--- src/include/gfx_defs.svh ---
// graphics defines: display timing, framebuffer size, shape geometry
// and the limits on drawing speed
`ifndef GFX_DEFS_SVH
`define GFX_DEFS_SVH

// display timing, small simulation-sized mode
`define H_ACTIVE    32  // active pixels per line
`define H_TOTAL     40  // total pixels per line
`define HS_START    34  // hsync goes low here
`define HS_END      37  // first cycle after hsync
`define V_ACTIVE    24  // active lines per frame
`define V_TOTAL     28  // total lines per frame
`define VS_START    25  // vsync goes low on this line
`define VS_END      26  // first line after vsync

// coordinates are signed
`define CORDW       8

// shape list
`define SHAPE_CNT   8   // number of nested circles
`define CX          16  // centre x
`define CY          12  // centre y
`define R_BASE      11  // radius of shape 0
`define R_STEP      1   // radius shrinks by this per shape

// drawing speed
`define FRAME_WAIT  2   // frames before drawing starts
`define PIX_FRAME   64  // pixel grants per frame

`endif

--- src/logic/gfx_pkg.sv ---
// graphics package: FSM state types, colour index type and the
// 16-entry 12-bit palette
`default_nettype none

package gfx_pkg;

    // sequencer states
    typedef enum logic [2:0] {
        SEQ_IDLE,      // waiting for start frames
        SEQ_ISSUE,     // load command, raise req
        SEQ_WAIT_ACK,  // circle being drawn
        SEQ_RELEASE,   // req low, wait for ack low
        SEQ_DONE       // all shapes drawn
    } seq_state_t;

    // drawer states
    typedef enum logic [1:0] {
        FILL_IDLE,  // waiting for req
        FILL_LINE,  // settle half-width for this line
        FILL_SPAN,  // emit span pixels
        FILL_ACK    // ack high until req drops
    } fill_state_t;

    typedef logic [3:0] cidx_t;  // colour index

    // rgb 4:4:4, rainbow in 8..14
    localparam logic [11:0] palette [16] = '{
        12'h000, 12'h213, 12'h725, 12'h085,  // black, dark blue, purple, dark green
        12'hA53, 12'h554, 12'hCCC, 12'hFFE,  // brown, grey, light grey, white
        12'hF04, 12'hFA0, 12'hFE2, 12'h0E3,  // red, orange, yellow, green
        12'h2AF, 12'h87A, 12'hF7A, 12'hFCA   // blue, indigo, violet, peach
    };

endpackage

`default_nettype wire

--- src/logic/display_timing.sv ---
// display timing: line and frame counters with registered sync,
// active and frame-start flags aligned to the screen position
`timescale 1ns/1ps
`default_nettype none
`include "gfx_defs.svh"

module display_timing (
    input  wire logic                     clk_100m,
    input  wire logic                     rst,
    output      logic signed [`CORDW-1:0] sx,     // screen x
    output      logic signed [`CORDW-1:0] sy,     // screen y
    output      logic                     hsync,  // active low
    output      logic                     vsync,  // active low
    output      logic                     de,     // inside active area
    output      logic                     frame   // one cycle at 0,0
);

    logic signed [`CORDW-1:0] nx, ny;  // position next cycle

    always_comb begin
        if (sx == `H_TOTAL - 1) begin  // end of line
            nx = '0;
            ny = (sy == `V_TOTAL - 1) ? '0 : sy + `CORDW'(1);
        end else begin
            nx = sx + `CORDW'(1);
            ny = sy;
        end
    end

    // flags decoded from next position so they line up with sx/sy
    always_ff @(posedge clk_100m) begin
        if (rst) begin
            sx    <= '0;
            sy    <= '0;
            hsync <= 1'b1;  // syncs idle high
            vsync <= 1'b1;
            de    <= 1'b1;  // 0,0 is active
            frame <= 1'b1;  // and starts a frame
        end else begin
            sx    <= nx;
            sy    <= ny;
            hsync <= !(nx >= `HS_START && nx < `HS_END);
            vsync <= !(ny >= `VS_START && ny < `VS_END);  // whole lines
            de    <= (nx < `H_ACTIVE) && (ny < `V_ACTIVE);
            frame <= (nx == 0) && (ny == 0);
        end
    end

    // counters stay inside the total timing
    sx_in_range: assert property (
        @(posedge clk_100m) disable iff (rst)
        sx < `H_TOTAL && sy < `V_TOTAL
    );

endmodule

`default_nettype wire

--- src/logic/shape_sequencer.sv ---
// shape sequencer: decodes the circle list into commands over a
// four-phase req/ack handshake and meters pixel grants per frame
`timescale 1ns/1ps
`default_nettype none
`include "gfx_defs.svh"

module shape_sequencer (
    input  wire logic                     clk_100m,
    input  wire logic                     rst,
    input  wire logic                     frame,      // frame start pulse
    output      logic                     cmd_req,
    input  wire logic                     cmd_ack,
    output      logic signed [`CORDW-1:0] x0,         // centre x
    output      logic signed [`CORDW-1:0] y0,         // centre y
    output      logic signed [`CORDW-1:0] r0,         // radius
    output      gfx_pkg::cidx_t           cidx,       // fill colour
    output      logic                     pix_grant,  // drawer may emit
    output      logic                     draw_done   // sticky
);

    localparam int SIDW = $clog2(`SHAPE_CNT);
    localparam int FWW  = $clog2(`FRAME_WAIT + 1);
    localparam int PCW  = $clog2(`PIX_FRAME + 1);

    gfx_pkg::seq_state_t state;
    logic [SIDW-1:0]     shape_id;  // current shape
    logic [FWW-1:0]      wait_cnt;  // frames seen so far, saturating
    logic [PCW-1:0]      pix_cnt;   // grants this frame
    logic                wait_done;
    logic                last_shape;

    assign wait_done  = (wait_cnt == FWW'(`FRAME_WAIT));
    assign last_shape = (shape_id == SIDW'(`SHAPE_CNT - 1));

    // command fields, held while req is up
    always_ff @(posedge clk_100m) begin
        if (state == gfx_pkg::SEQ_ISSUE) begin
            x0   <= `CORDW'(`CX);
            y0   <= `CORDW'(`CY);
            r0   <= `CORDW'(`R_BASE - `R_STEP * int'(shape_id));
            cidx <= last_shape ? gfx_pkg::cidx_t'(0)    // inner disc black
                               : gfx_pkg::cidx_t'(8 + int'(shape_id));
        end
    end

    always_ff @(posedge clk_100m) begin
        if (rst) begin
            state     <= gfx_pkg::SEQ_IDLE;
            shape_id  <= '0;
            cmd_req   <= 1'b0;
            draw_done <= 1'b0;
        end else begin
            case (state)
                gfx_pkg::SEQ_IDLE: begin
                    if (wait_done && frame) state <= gfx_pkg::SEQ_ISSUE;  // next frame start
                end
                gfx_pkg::SEQ_ISSUE: begin
                    cmd_req <= 1'b1;  // fields load on same edge
                    state   <= gfx_pkg::SEQ_WAIT_ACK;
                end
                gfx_pkg::SEQ_WAIT_ACK: begin
                    if (cmd_ack) begin  // circle finished
                        cmd_req <= 1'b0;
                        state   <= gfx_pkg::SEQ_RELEASE;
                    end
                end
                gfx_pkg::SEQ_RELEASE: begin
                    if (!cmd_ack) begin  // handshake complete
                        if (last_shape) begin
                            draw_done <= 1'b1;
                            state     <= gfx_pkg::SEQ_DONE;
                        end else begin
                            shape_id <= shape_id + SIDW'(1);
                            state    <= gfx_pkg::SEQ_ISSUE;
                        end
                    end
                end
                gfx_pkg::SEQ_DONE: state <= gfx_pkg::SEQ_DONE;
                default: state <= gfx_pkg::SEQ_IDLE;
            endcase
        end
    end

    // speed control, budget only spent while a circle is in flight
    always_ff @(posedge clk_100m) begin
        if (rst) begin
            wait_cnt  <= '0;
            pix_cnt   <= '0;
            pix_grant <= 1'b0;
        end else begin
            pix_grant <= 1'b0;
            if (frame) begin
                if (!wait_done) wait_cnt <= wait_cnt + FWW'(1);
                pix_cnt <= '0;  // fresh budget
            end else if (wait_done && pix_cnt != PCW'(`PIX_FRAME)
                         && state == gfx_pkg::SEQ_WAIT_ACK) begin
                pix_grant <= 1'b1;
                pix_cnt   <= pix_cnt + PCW'(1);
            end
        end
    end

    // drawer sees one steady command per request
    cmd_stable: assert property (
        @(posedge clk_100m) disable iff (rst)
        cmd_req |=> !cmd_req || $stable({x0, y0, r0, cidx})
    );

    // no new request until the last ack has dropped
    req_after_ack: assert property (
        @(posedge clk_100m) disable iff (rst)
        !cmd_req && cmd_ack |=> !cmd_req
    );

endmodule

`default_nettype wire

--- src/logic/circle_fill.sv ---
// filled circle drawer: walks the circle line by line from the top,
// settles the half-width per line, then emits one pixel per grant
`timescale 1ns/1ps
`default_nettype none
`include "gfx_defs.svh"

module circle_fill (
    input  wire logic                     clk_100m,
    input  wire logic                     rst,
    input  wire logic                     cmd_req,
    output      logic                     cmd_ack,   // circle complete
    input  wire logic signed [`CORDW-1:0] x0,
    input  wire logic signed [`CORDW-1:0] y0,
    input  wire logic signed [`CORDW-1:0] r0,
    input  wire gfx_pkg::cidx_t           cidx,
    input  wire logic                     pix_grant, // may emit this cycle
    output      logic                     pix_we,
    output      logic signed [`CORDW-1:0] pix_x,
    output      logic signed [`CORDW-1:0] pix_y,
    output      gfx_pkg::cidx_t           pix_cidx
);

    localparam int SQW = 2 * `CORDW + 1;  // room for sum of two squares

    gfx_pkg::fill_state_t     state;
    logic signed [`CORDW-1:0] xc, yc, rr;  // latched command
    gfx_pkg::cidx_t           col;
    logic signed [`CORDW-1:0] dy;          // line offset from centre
    logic signed [`CORDW-1:0] h;           // half-width of this line
    logic signed [`CORDW-1:0] px;          // current x in span

    logic signed [SQW-1:0] h_w, dy_w, r_w;  // sign-extended
    logic signed [SQW-1:0] h_sq, h1_sq, dy_sq, r_sq;
    logic                  too_wide, can_widen, span_end;

    assign h_w  = h;
    assign dy_w = dy;
    assign r_w  = rr;

    always_comb begin
        h_sq      = h_w * h_w;
        h1_sq     = (h_w + SQW'(1)) * (h_w + SQW'(1));
        dy_sq     = dy_w * dy_w;
        r_sq      = r_w * r_w;
        too_wide  = (h_sq + dy_sq) > r_sq;    // step in
        can_widen = (h1_sq + dy_sq) <= r_sq;  // step out
        span_end  = (px == xc + h);
    end

    // write port driven straight from the span walker
    assign pix_we   = (state == gfx_pkg::FILL_SPAN) && pix_grant;
    assign pix_x    = px;
    assign pix_y    = yc + dy;
    assign pix_cidx = col;

    always_ff @(posedge clk_100m) begin
        if (rst) begin
            state   <= gfx_pkg::FILL_IDLE;
            cmd_ack <= 1'b0;
        end else begin
            case (state)
                gfx_pkg::FILL_IDLE: begin
                    if (cmd_req && !cmd_ack) begin  // new command
                        xc    <= x0;
                        yc    <= y0;
                        rr    <= r0;
                        col   <= cidx;
                        dy    <= -r0;  // top line
                        h     <= '0;
                        state <= gfx_pkg::FILL_LINE;
                    end
                end
                gfx_pkg::FILL_LINE: begin
                    if (too_wide) begin
                        h <= h - `CORDW'(1);
                    end else if (can_widen) begin
                        h <= h + `CORDW'(1);
                    end else begin  // h settled
                        px    <= xc - h;
                        state <= gfx_pkg::FILL_SPAN;
                    end
                end
                gfx_pkg::FILL_SPAN: begin
                    if (pix_grant) begin  // else hold position
                        if (span_end) begin
                            if (dy == rr) begin  // bottom line done
                                cmd_ack <= 1'b1;
                                state   <= gfx_pkg::FILL_ACK;
                            end else begin
                                dy    <= dy + `CORDW'(1);
                                state <= gfx_pkg::FILL_LINE;
                            end
                        end else begin
                            px <= px + `CORDW'(1);
                        end
                    end
                end
                gfx_pkg::FILL_ACK: begin
                    if (!cmd_req) begin  // four-phase release
                        cmd_ack <= 1'b0;
                        state   <= gfx_pkg::FILL_IDLE;
                    end
                end
                default: state <= gfx_pkg::FILL_IDLE;
            endcase
        end
    end

    // sequencer budget is never exceeded
    we_needs_grant: assert property (
        @(posedge clk_100m) disable iff (rst)
        pix_we |-> pix_grant
    );

endmodule

`default_nettype wire

--- src/logic/framebuffer.sv ---
// framebuffer: colour index array with a clipped draw write port and
// a scan-out read port with palette lookup, 2 cycles sx/sy to colour
`timescale 1ns/1ps
`default_nettype none
`include "gfx_defs.svh"

module framebuffer (
    input  wire logic                     clk_100m,
    input  wire logic                     rst,
    input  wire logic signed [`CORDW-1:0] sx,
    input  wire logic signed [`CORDW-1:0] sy,
    input  wire logic                     de,
    input  wire logic                     hsync,
    input  wire logic                     vsync,
    input  wire logic                     pix_we,
    input  wire logic signed [`CORDW-1:0] pix_x,
    input  wire logic signed [`CORDW-1:0] pix_y,
    input  wire gfx_pkg::cidx_t           pix_cidx,
    output      logic                     vga_hsync,
    output      logic                     vga_vsync,
    output      logic [3:0]               vga_r,
    output      logic [3:0]               vga_g,
    output      logic [3:0]               vga_b
);

    localparam int DEPTH = `H_ACTIVE * `V_ACTIVE;
    localparam int ADDRW = $clog2(DEPTH);

    gfx_pkg::cidx_t mem [DEPTH];  // one index per active pixel

    logic [ADDRW-1:0] wr_addr, rd_addr;
    logic             wr_in;      // write lands inside the array
    gfx_pkg::cidx_t   rd_cidx;    // stage 1 read data
    logic             de_p1, hsync_p1, vsync_p1;
    logic [11:0]      rgb;        // palette output

    initial begin
        for (int i = 0; i < DEPTH; i++) begin
            mem[i] = '0;  // black at power-up
        end
    end

    // write side, clipped to the active area
    assign wr_in   = pix_x >= 0 && pix_x < `H_ACTIVE && pix_y >= 0 && pix_y < `V_ACTIVE;
    assign wr_addr = ADDRW'(pix_y) * ADDRW'(`H_ACTIVE) + ADDRW'(pix_x);

    always_ff @(posedge clk_100m) begin
        if (pix_we && wr_in) mem[wr_addr] <= pix_cidx;
    end

    // read side, address parked at 0 in blanking
    assign rd_addr = de ? ADDRW'(sy) * ADDRW'(`H_ACTIVE) + ADDRW'(sx) : '0;

    always_ff @(posedge clk_100m) begin
        rd_cidx <= mem[rd_addr];  // stage 1
    end

    always_ff @(posedge clk_100m) begin
        if (rst) begin
            de_p1    <= 1'b0;
            hsync_p1 <= 1'b1;
            vsync_p1 <= 1'b1;
        end else begin
            de_p1    <= de;  // match read latency
            hsync_p1 <= hsync;
            vsync_p1 <= vsync;
        end
    end

    assign rgb = gfx_pkg::palette[rd_cidx];

    // stage 2, registered video out
    always_ff @(posedge clk_100m) begin
        if (rst) begin
            vga_hsync <= 1'b1;
            vga_vsync <= 1'b1;
            vga_r     <= '0;
            vga_g     <= '0;
            vga_b     <= '0;
        end else begin
            vga_hsync <= hsync_p1;
            vga_vsync <= vsync_p1;
            vga_r     <= de_p1 ? rgb[11:8] : 4'h0;  // blank outside active
            vga_g     <= de_p1 ? rgb[7:4]  : 4'h0;
            vga_b     <= de_p1 ? rgb[3:0]  : 4'h0;
        end
    end

endmodule

`default_nettype wire

--- src/logic/rainbow_top.sv ---
// rainbow top: eight nested filled circles drawn into the
// framebuffer and scanned out as VGA-style video
`timescale 1ns/1ps
`default_nettype none
`include "gfx_defs.svh"

module rainbow_top (
    input  wire logic       clk_100m,
    input  wire logic       rst,
    output      logic       vga_hsync,
    output      logic       vga_vsync,
    output      logic [3:0] vga_r,
    output      logic [3:0] vga_g,
    output      logic [3:0] vga_b,
    output      logic       draw_done
);

    logic signed [`CORDW-1:0] sx, sy;        // scan position
    logic                     hsync, vsync, de, frame;
    logic                     cmd_req, cmd_ack;
    logic signed [`CORDW-1:0] x0, y0, r0;    // circle command
    gfx_pkg::cidx_t           cidx;
    logic                     pix_grant, pix_we;
    logic signed [`CORDW-1:0] pix_x, pix_y;  // draw position
    gfx_pkg::cidx_t           pix_cidx;

    display_timing u_timing (
        .clk_100m, .rst,
        .sx, .sy, .hsync, .vsync, .de, .frame
    );

    shape_sequencer u_seq (
        .clk_100m, .rst, .frame,
        .cmd_req, .cmd_ack,
        .x0, .y0, .r0, .cidx,
        .pix_grant, .draw_done
    );

    circle_fill u_fill (
        .clk_100m, .rst,
        .cmd_req, .cmd_ack,
        .x0, .y0, .r0, .cidx,
        .pix_grant,
        .pix_we, .pix_x, .pix_y, .pix_cidx
    );

    framebuffer u_fb (
        .clk_100m, .rst,
        .sx, .sy, .de, .hsync, .vsync,
        .pix_we, .pix_x, .pix_y, .pix_cidx,
        .vga_hsync, .vga_vsync,
        .vga_r, .vga_g, .vga_b
    );

endmodule

`default_nettype wire

--- config.mk ---
export PLATFORM = sky130hd
export DESIGN_NAME = rainbow_top
export DESIGN_NICKNAME = d
export VERILOG_FILES = /design/src/logic/gfx_pkg.sv /design/src/logic/display_timing.sv /design/src/logic/shape_sequencer.sv /design/src/logic/circle_fill.sv /design/src/logic/framebuffer.sv /design/src/logic/rainbow_top.sv
export VERILOG_INCLUDE_DIRS = /design/src /design/src/include
export SDC_FILE = /design/constraint.sdc
export NUM_CORES = 2
export LEC_CHECK = 0
export BUFFER_PORTS_ARGS = -buffer_cell sky130_fd_sc_hd__clkbuf_2
export CORE_MARGIN = 2
export CORE_UTILIZATION = 50
export DETAILED_ROUTE_END_ITERATION = 7
export PLACE_DENSITY_LB_ADDON = 0.15
export SYNTH_ARGS = -nofsm -noshare
export SYNTH_HDL_FRONTEND = slang
export SYNTH_SLANG_ARGS = --single-unit
--- constraint.sdc ---
create_clock -name clk_100m -period 14.33 [get_ports clk_100m]
set_input_delay 0.7165 -clock clk_100m [delete_from_list [all_inputs] [get_ports clk_100m]]
set_output_delay 0.7165 -clock clk_100m [all_outputs]
set_load 0.005 [all_outputs]
# After elaboration in Yosys (flattened, before gate mapping)
# Memories as Yosys holds them, arrays and structs flattened. A register that Yosys moved wholly into a read port is not among the register bits.
# Index checks and enable logic that the tools add are counted.
[word_totals]
regBits = 94
latch_bits = 0
ramBits = 3072
romBits = 192
in_bits = 2
out_inout_bits = 15
elab_cells = 177
n_memories = 2
[memory_table]
columns = ["memory", "words", "word_bits", "rd", "rd_clocked_by_memory_dff", "wr", "line_no", "source"]
rows = [
  ["u_fb.mem", 768, 4, 1, 1, 1, "framebuffer.sv:29", "gfx_pkg::cidx_t mem [DEPTH];"],
  ["(no name shown)", 16, 12, 1, 1, 0, "framebuffer.sv:70", "assign rgb = gfx_pkg::palette[rd_cidx];"],
]
[op_classes]
n_addsub = 20
mul = 4
n_div = 0
magnitude_cmp = 12
n_eq_ne = 27
shift = 0
n_mux = 41
n_bitwise = 6
reduce_logical = 38
[op_table]
columns = ["op", "n"]
rows = [
  ["$mux 8", 14],
  ["$logic_not 32->1", 2],
  ["$mul 8x8->16", 3],
  ["$pmux 8 s2", 3],
  ["$add 17x17->17", 2],
  ["$add 8x2->8 const B", 4],
  ["$lt 8x6->1 const B", 3],
  ["$lt 8x7->1 const B", 3],
  ["$reduce_and 6->1", 3],
  ["$gt 17x17->1", 1],
  ["$le 17x17->1", 1],
  ["$mul 17x17->17", 1],
  ["$eq 8x8->1", 2],
  ["$ge 8x1->1 const B", 2],
  ["$ne 2x2->1 const B", 8],
  ["$pmux 3 s5", 1],
  ["$mux 2", 7],
  ["$logic_and 1x1->1", 13],
  ["$mux 3", 4],
  ["$reduce_and 3->1", 4],
  ["$add 10x10->10", 1],
  ["$add 10x8->10", 1],
  ["$mux 10", 1],
  ["$reduce_bool 2->1", 5],
  ["36 further kinds", 59],
]

# Longest topological paths before layout
[depth]
ltp_word = 7
ltp_mapped = 37
mapped_depth_nobuf = 36

# By module
# Synthesis repeated with hierarchy kept, for this count alone.
[hier_totals]
hier_cells = 9588
hier_area_um2 = 141238.0
[by_module_without_submodules]
columns = ["module", "n_inst", "cells_per_inst", "area_per_inst_um2", "seq_area_each_um2"]
rows = [
  ["framebuffer", 1, 7749, 124406.8, 92668.9],
  ["circle_fill", 1, 1566, 14368.8, 1621.6],
  ["shape_sequencer", 1, 133, 1288.7, 600.6],
  ["display_timing", 1, 140, 1173.6, 400.4],
]

# Least setup slack after synthesis
# OpenSTA, ideal clock, no wires.
[synth_timing]
path_type = "register to register"
startpoint = "reg u_fill.col[0], in the netlist u_fill.pix_cidx[0]"
endpoint = "mem u_fb.mem[0][0] (netlist name) (data pin)"
setup_ps = 2053
arrival_ps = 9088
t_required_ps = 12277
path_slack_ps = 3189
stages_incl_launch_ff = 1
n_path_buf = 0
synth_period_minus_slack_ps = 11141
path_cell_list = "edfxtp_1"
[synth_rtl]
columns = ["element", "line_no", "source"]
rows = [
  ["start, declared", "circle_fill.sv:27", "gfx_pkg::cidx_t col;"],
  ["start signal, assigned", "circle_fill.sv:67", "col <= cidx;"],
  ["end, declared", "framebuffer.sv:29", ""],
]
# No word-level cell before the write port.

# Final worst setup path
[layout_timing]
startpoint = "reg u_fill.dy[7]"
endpoint = "reg u_fill.px[0], in the netlist u_fill.pix_x[0] (enable)"
[layout_via]
elab_chain_cells = 5
elab_cells_between_ends = 8
cone_classes = "2 x add/sub; 1 x mul; 2 x order compare; 2 x eq/ne; 1 x reduce/logical"
[layout_lines]
columns = ["element", "line_no", "source"]
rows = [
  ["start, declared", "circle_fill.sv:28", "logic signed [`CORDW-1:0] dy;"],
  ["start signal, assigned", "circle_fill.sv:68", "dy <= -r0;"],
  ["start signal, assigned", "circle_fill.sv:90", "dy <= dy + `CORDW'(1);"],
  ["$mul 8x8->16 *", "circle_fill.sv:43", "dy_sq = dy_w * dy_w;"],
  ["$add 17x17->17, on equally long branches", "circle_fill.sv:45, circle_fill.sv:46", ""],
  ["$gt 17x17->1 or $le 17x17->1 (tied branches)", "circle_fill.sv:45, circle_fill.sv:46", ""],
  ["$ne 2x2->1 (no line)", "n/a", ""],
  ["$reduce_and 6->1 (no line) *", "n/a", ""],
  ["end signal, assigned", "circle_fill.sv:79", "px <= xc - h;"],
  ["end signal, assigned", "circle_fill.sv:94", "px <= px + `CORDW'(1);"],
  ["end, declared", "circle_fill.sv:30", "logic signed [`CORDW-1:0] px;"],
]
# Mark *: on every way between the ends. The rest lies on a longest branch, timed or not.
# A chain may end at the register's enable or synchronous reset.

==> results by group <==
Placement
  • Inst Count DP: 12766
  • Setup slack at placement: ~5 ns
  • I/O Buffers: 16
  • Placed Instance Area: between 100000 and 150000 um^2
  • Detailed placement HPWL: between 200 and 300 mm
  • Gpl congestion: 0.872

Logic synthesis
  • Syn_nets: about 10000
  • Mapped Cells: 9624
  • Distinct cells, synth: 97
  • Async SR Flop Fraction: 0%
  • Post-synthesis sequential area ratio: 69.4%
  • Number of synthesized flops with an enable pin: 3112
  • Yosys reg bits: around 3200
  • Synth Flop Type: edfxtp_1
  • Mapped Area: 137000 um^2
  • Number of synthesis warnings: 0
  • Post-synthesis area per instance: between 10 and 15 um^2

Min path
  • Hold Crit Class: in -> reg

Route
  • Initial DRC count: about 13000
  • WL per Instance: 32.4 um
  • 1st-pass router iterations: 8
  • Number of routed nets with antenna violations: 0
  • Post-Route WL: around 430 mm
  • Number of remaining DRC errors: 0
  • Via-to-Cell Ratio: 6.47
  • Via count: roughly 87000

Clock tree
  • Hold_buf cts: 0
  • Clock Pin Slew Worst Setup and Hold Paths: around 0.06 ns
  • CTS max path bufs: 4
  • PostCTS Resize Cnt: 0
  • CTS tree: done
  • Num CTS Buffers: between 300 and 400
  • Clk root buf: clkbuf_16
  • H-tree depth: 5
  • CTS sink cnt: about 3200
  • Clock latency on the worst-skew pair: around 0.93 ns
  • Postcts setup bufs: 0

STA
  • Max Clk Rate: approximately 110 MHz
  • RSZ-0062 raised after global routing: no
  • Final Hold Fails: 0
  • Slew margin rel.: between 10% and 20%
  • Crit share post-route: between 60% and 70%
  • Fin. max-slew vios: 0
  • Setup Skew: 0.0768 ns
  • Clock period minus final worst setup slack: slightly above 9 ns
  • Post-route setup slack: 4.98 ns
  • Worst Tran Pin Value: ~1.3 ns
  • Final TNS setup: 0 ns
  • Final setup violation count: 0

Finish
  • Area growth syn-to-layout: 10.2%
  • Design area: ~150000 um^2
  • Number of nets in the layout: slightly below 10000
  • Share of cells above drive strength 1: about 11%
  • # fillers: between 20000 and 25000
  • Cell Count, Final, Fillers Out: around 13000

Floorplanning
  • DIE WIDTH: between 500 and 600 um
  • Row cnt: about 190
  • Starting Density: slightly above 50%
  • Die height: approximately 530 um
  • Die Area: around 280000 um^2
  • Core ar.: approximately 270000 um^2
  • Io pins: 17

Setup path
  • Crit Path Class: reg -> reg
  • Critical Path Sink Type: register
  • CP Data Arrival Time: a little under 10 ns
  • Most frequent CP cell: inv_1
  • Delay-heaviest family, CP: adder cells
  • Largest stage delay, worst path: roughly 0.63 ns
  • Buffering stage count on the worst path with inverters included: 8
  • Critical Path RT: 14.82 ns
  • Startpoint Class: register
  • Slowest stage cell, crit path: edfxtp_1
  • CP Max Fanout: 14

Power
  • P_leak: 48.8 nW
  • Power, Total: around 38 mW
  • Peak supply drop: between 0.001 and 0.0015 V
  • PD cells: ~250 nW/um^2

GRT
  • Largest net degree at the start of global routing: about 200
  • Vias in the first global route: approximately 84000
  • Grt ovf: 0
  • Gr usage total: 30.7%
  • Initial antenna violation count: 28
  • First-pass GRT wire length: between 600 and 700 mm

Run
  • MaxCap Viol Count: 0

Status
  • Status: complete, no violations
final cells by class:
cell class	instances	area [um^2]	area share, %
Clock inverter	182	1360	0.900
Multi-Input combinational cell	5493	38000	25.2
Antenna cell	20	50.0	0.0333
Timing Repair Buffer	245	2060	1.37
Inverter	284	1070	0.713
Sequential cell	3174	94700	62.9
Tap cell	3570	4470	2.97
Clock buffer	412	8790	5.84
state kept, by name, summed over array words and instances (netlist names), 7 cells and up:
signal	count
u_fill.h	8
u_fill.pix_x	8
u_seq.pix_cnt	7
u_timing.sy	8
u_fb.mem	3072
u_timing.sx	8
u_fill.dy	8
per-layer routing:
metal	share of wire [%]	GRT usage [%]	vias up	wire, um
li1	-	-	36313	-
met1	39	41.9	44098	168000
met2	46	47.7	5200	198000
met3	11	6.86	994	47100
met4	4.8	13.3	14	21000
met5	0.024	0	-	105
cell usage after synthesis (18+ instances only):
master / count / area, um^2
a311oi_1: 27 / 236
nor2_1: 1010 / 3790
nor3_1: 93 / 465
o221ai_1: 151 / 1320
buf_6: 22 / 248
buf_4: 42 / 315
mux4_2: 100 / 2250
and3_1: 34 / 213
buf_2: 243 / 1220
o211ai_1: 72 / 541
buf_1: 102 / 383
nand3_1: 96 / 480
a31oi_1: 60 / 375
nand2_1: 1005 / 3770
a21o_1: 31 / 233
o21bai_1: 18 / 135
and2_1: 41 / 257
clkbuf_1: 264 / 991
mux2_2: 143 / 1610
nor2b_1: 35 / 219
or2_2: 26 / 163
xnor2_1: 95 / 832
inv_1: 277 / 1040
a2111oi_0: 69 / 604
dfxtp_1: 62 / 1240
nand4_1: 24 / 150
edfxtp_1: 3112 / 93400
nor4_1: 36 / 225
nand2b_1: 24 / 150
a221oi_1: 95 / 832
mux2i_1: 406 / 4060
a211oi_1: 92 / 691
a22oi_1: 59 / 443
a21oi_1: 498 / 2490
o21ai_0: 272 / 1360
o21ai_1: 18 / 90.1
o22ai_1: 216 / 1350
xor2_1: 47 / 412
ha_1: 187 / 2340
fa_1: 163 / 3260
metrics by stage:
stage	hold slack (ns)	utilization (%)
final	0.244	55.5
after floorplan	0.389	-
after detailed placement	0.395	51.7
after global routing	0.234	55.5
after global placement	0.395	51.7
after CTS	0.200	55.5
logic make-up (layout without fill, tap and decap cells):
group           Yosys count  after routing  synth area share (%)
flops                  3174           3174                  69.4
simple gates           2482           2482                  7.59
compound gates         1866           1866                  9.12
buf+inv                 957           1123                  3.09
mux                     650            650                  5.81
fa+ha+maj               351            351                  4.11
xor+xnor                142            142                 0.911
other cells               2             22               0.00550
worst register-to-register path: cells and delay by family (launching register included):
kind | cells | cell delay [ns]
XOR/XNOR | 3 | 0.68
AND/OR/NAND/NOR | 6 | 1.05
AO/OA/AOI/OAI | 8 | 2.21
adder cells (fa/ha/maj) | 9 | 3.68
buffers and inverters | 8 | 0.73
flip-flops | 1 | 0.63
power breakdown:
| part | leakage [nW] | internal, mW | total [mW] | switching [mW] |
|---|---|---|---|---|
| sequential | 28.4 | 10.3 | 10.4 | 0.0922 |
| clock | 4.98 | 4.62 | 8.21 | 3.59 |
| combinational | 15.4 | 8.17 | 19.3 | 11.2 |
| total | 48.8 | 23.1 | 37.9 | 14.8 |
cells in the final DEF, fill, tap and decap left out, drive strengths merged, types with 26 or more instances in the layout:
cell type,n
a2111oi,72
a211oi,93
o21ai,291
clkbuf,428
nor3,94
o221ai,151
mux2,144
a31oi,60
and2,42
dfxtp,62
o22ai,216
nand3,96
a22oi,59
fa,163
mux4,100
a311oi,28
and3,34
xor2,47
nor2,1010
nor2b,35
nand2,1006
xnor2,95
a21oi,498
o211ai,72
buf,229
mux2i,406
nor4,36
or2,26
clkinv,156
a221oi,95
ha,187
edfxtp,3112
a21o,31
inv,291
path summary, 6_finish.rpt:
kind / start / to / slack, ns / cells past startpoint
worst min register to register: u_timing.vsync / u_fb.vsync_p1 / 0.41 / 1
worst min-delay path: rst / u_seq.shape_id[1] / 0.24 / 2
worst max-delay path: u_fill.dy[7] / u_fill.pix_x[0] / 4.98 / 34
worst max register to register: u_fill.dy[7] / u_fill.pix_x[0] / 4.98 / 34
(Power assumes the default switching activity.)
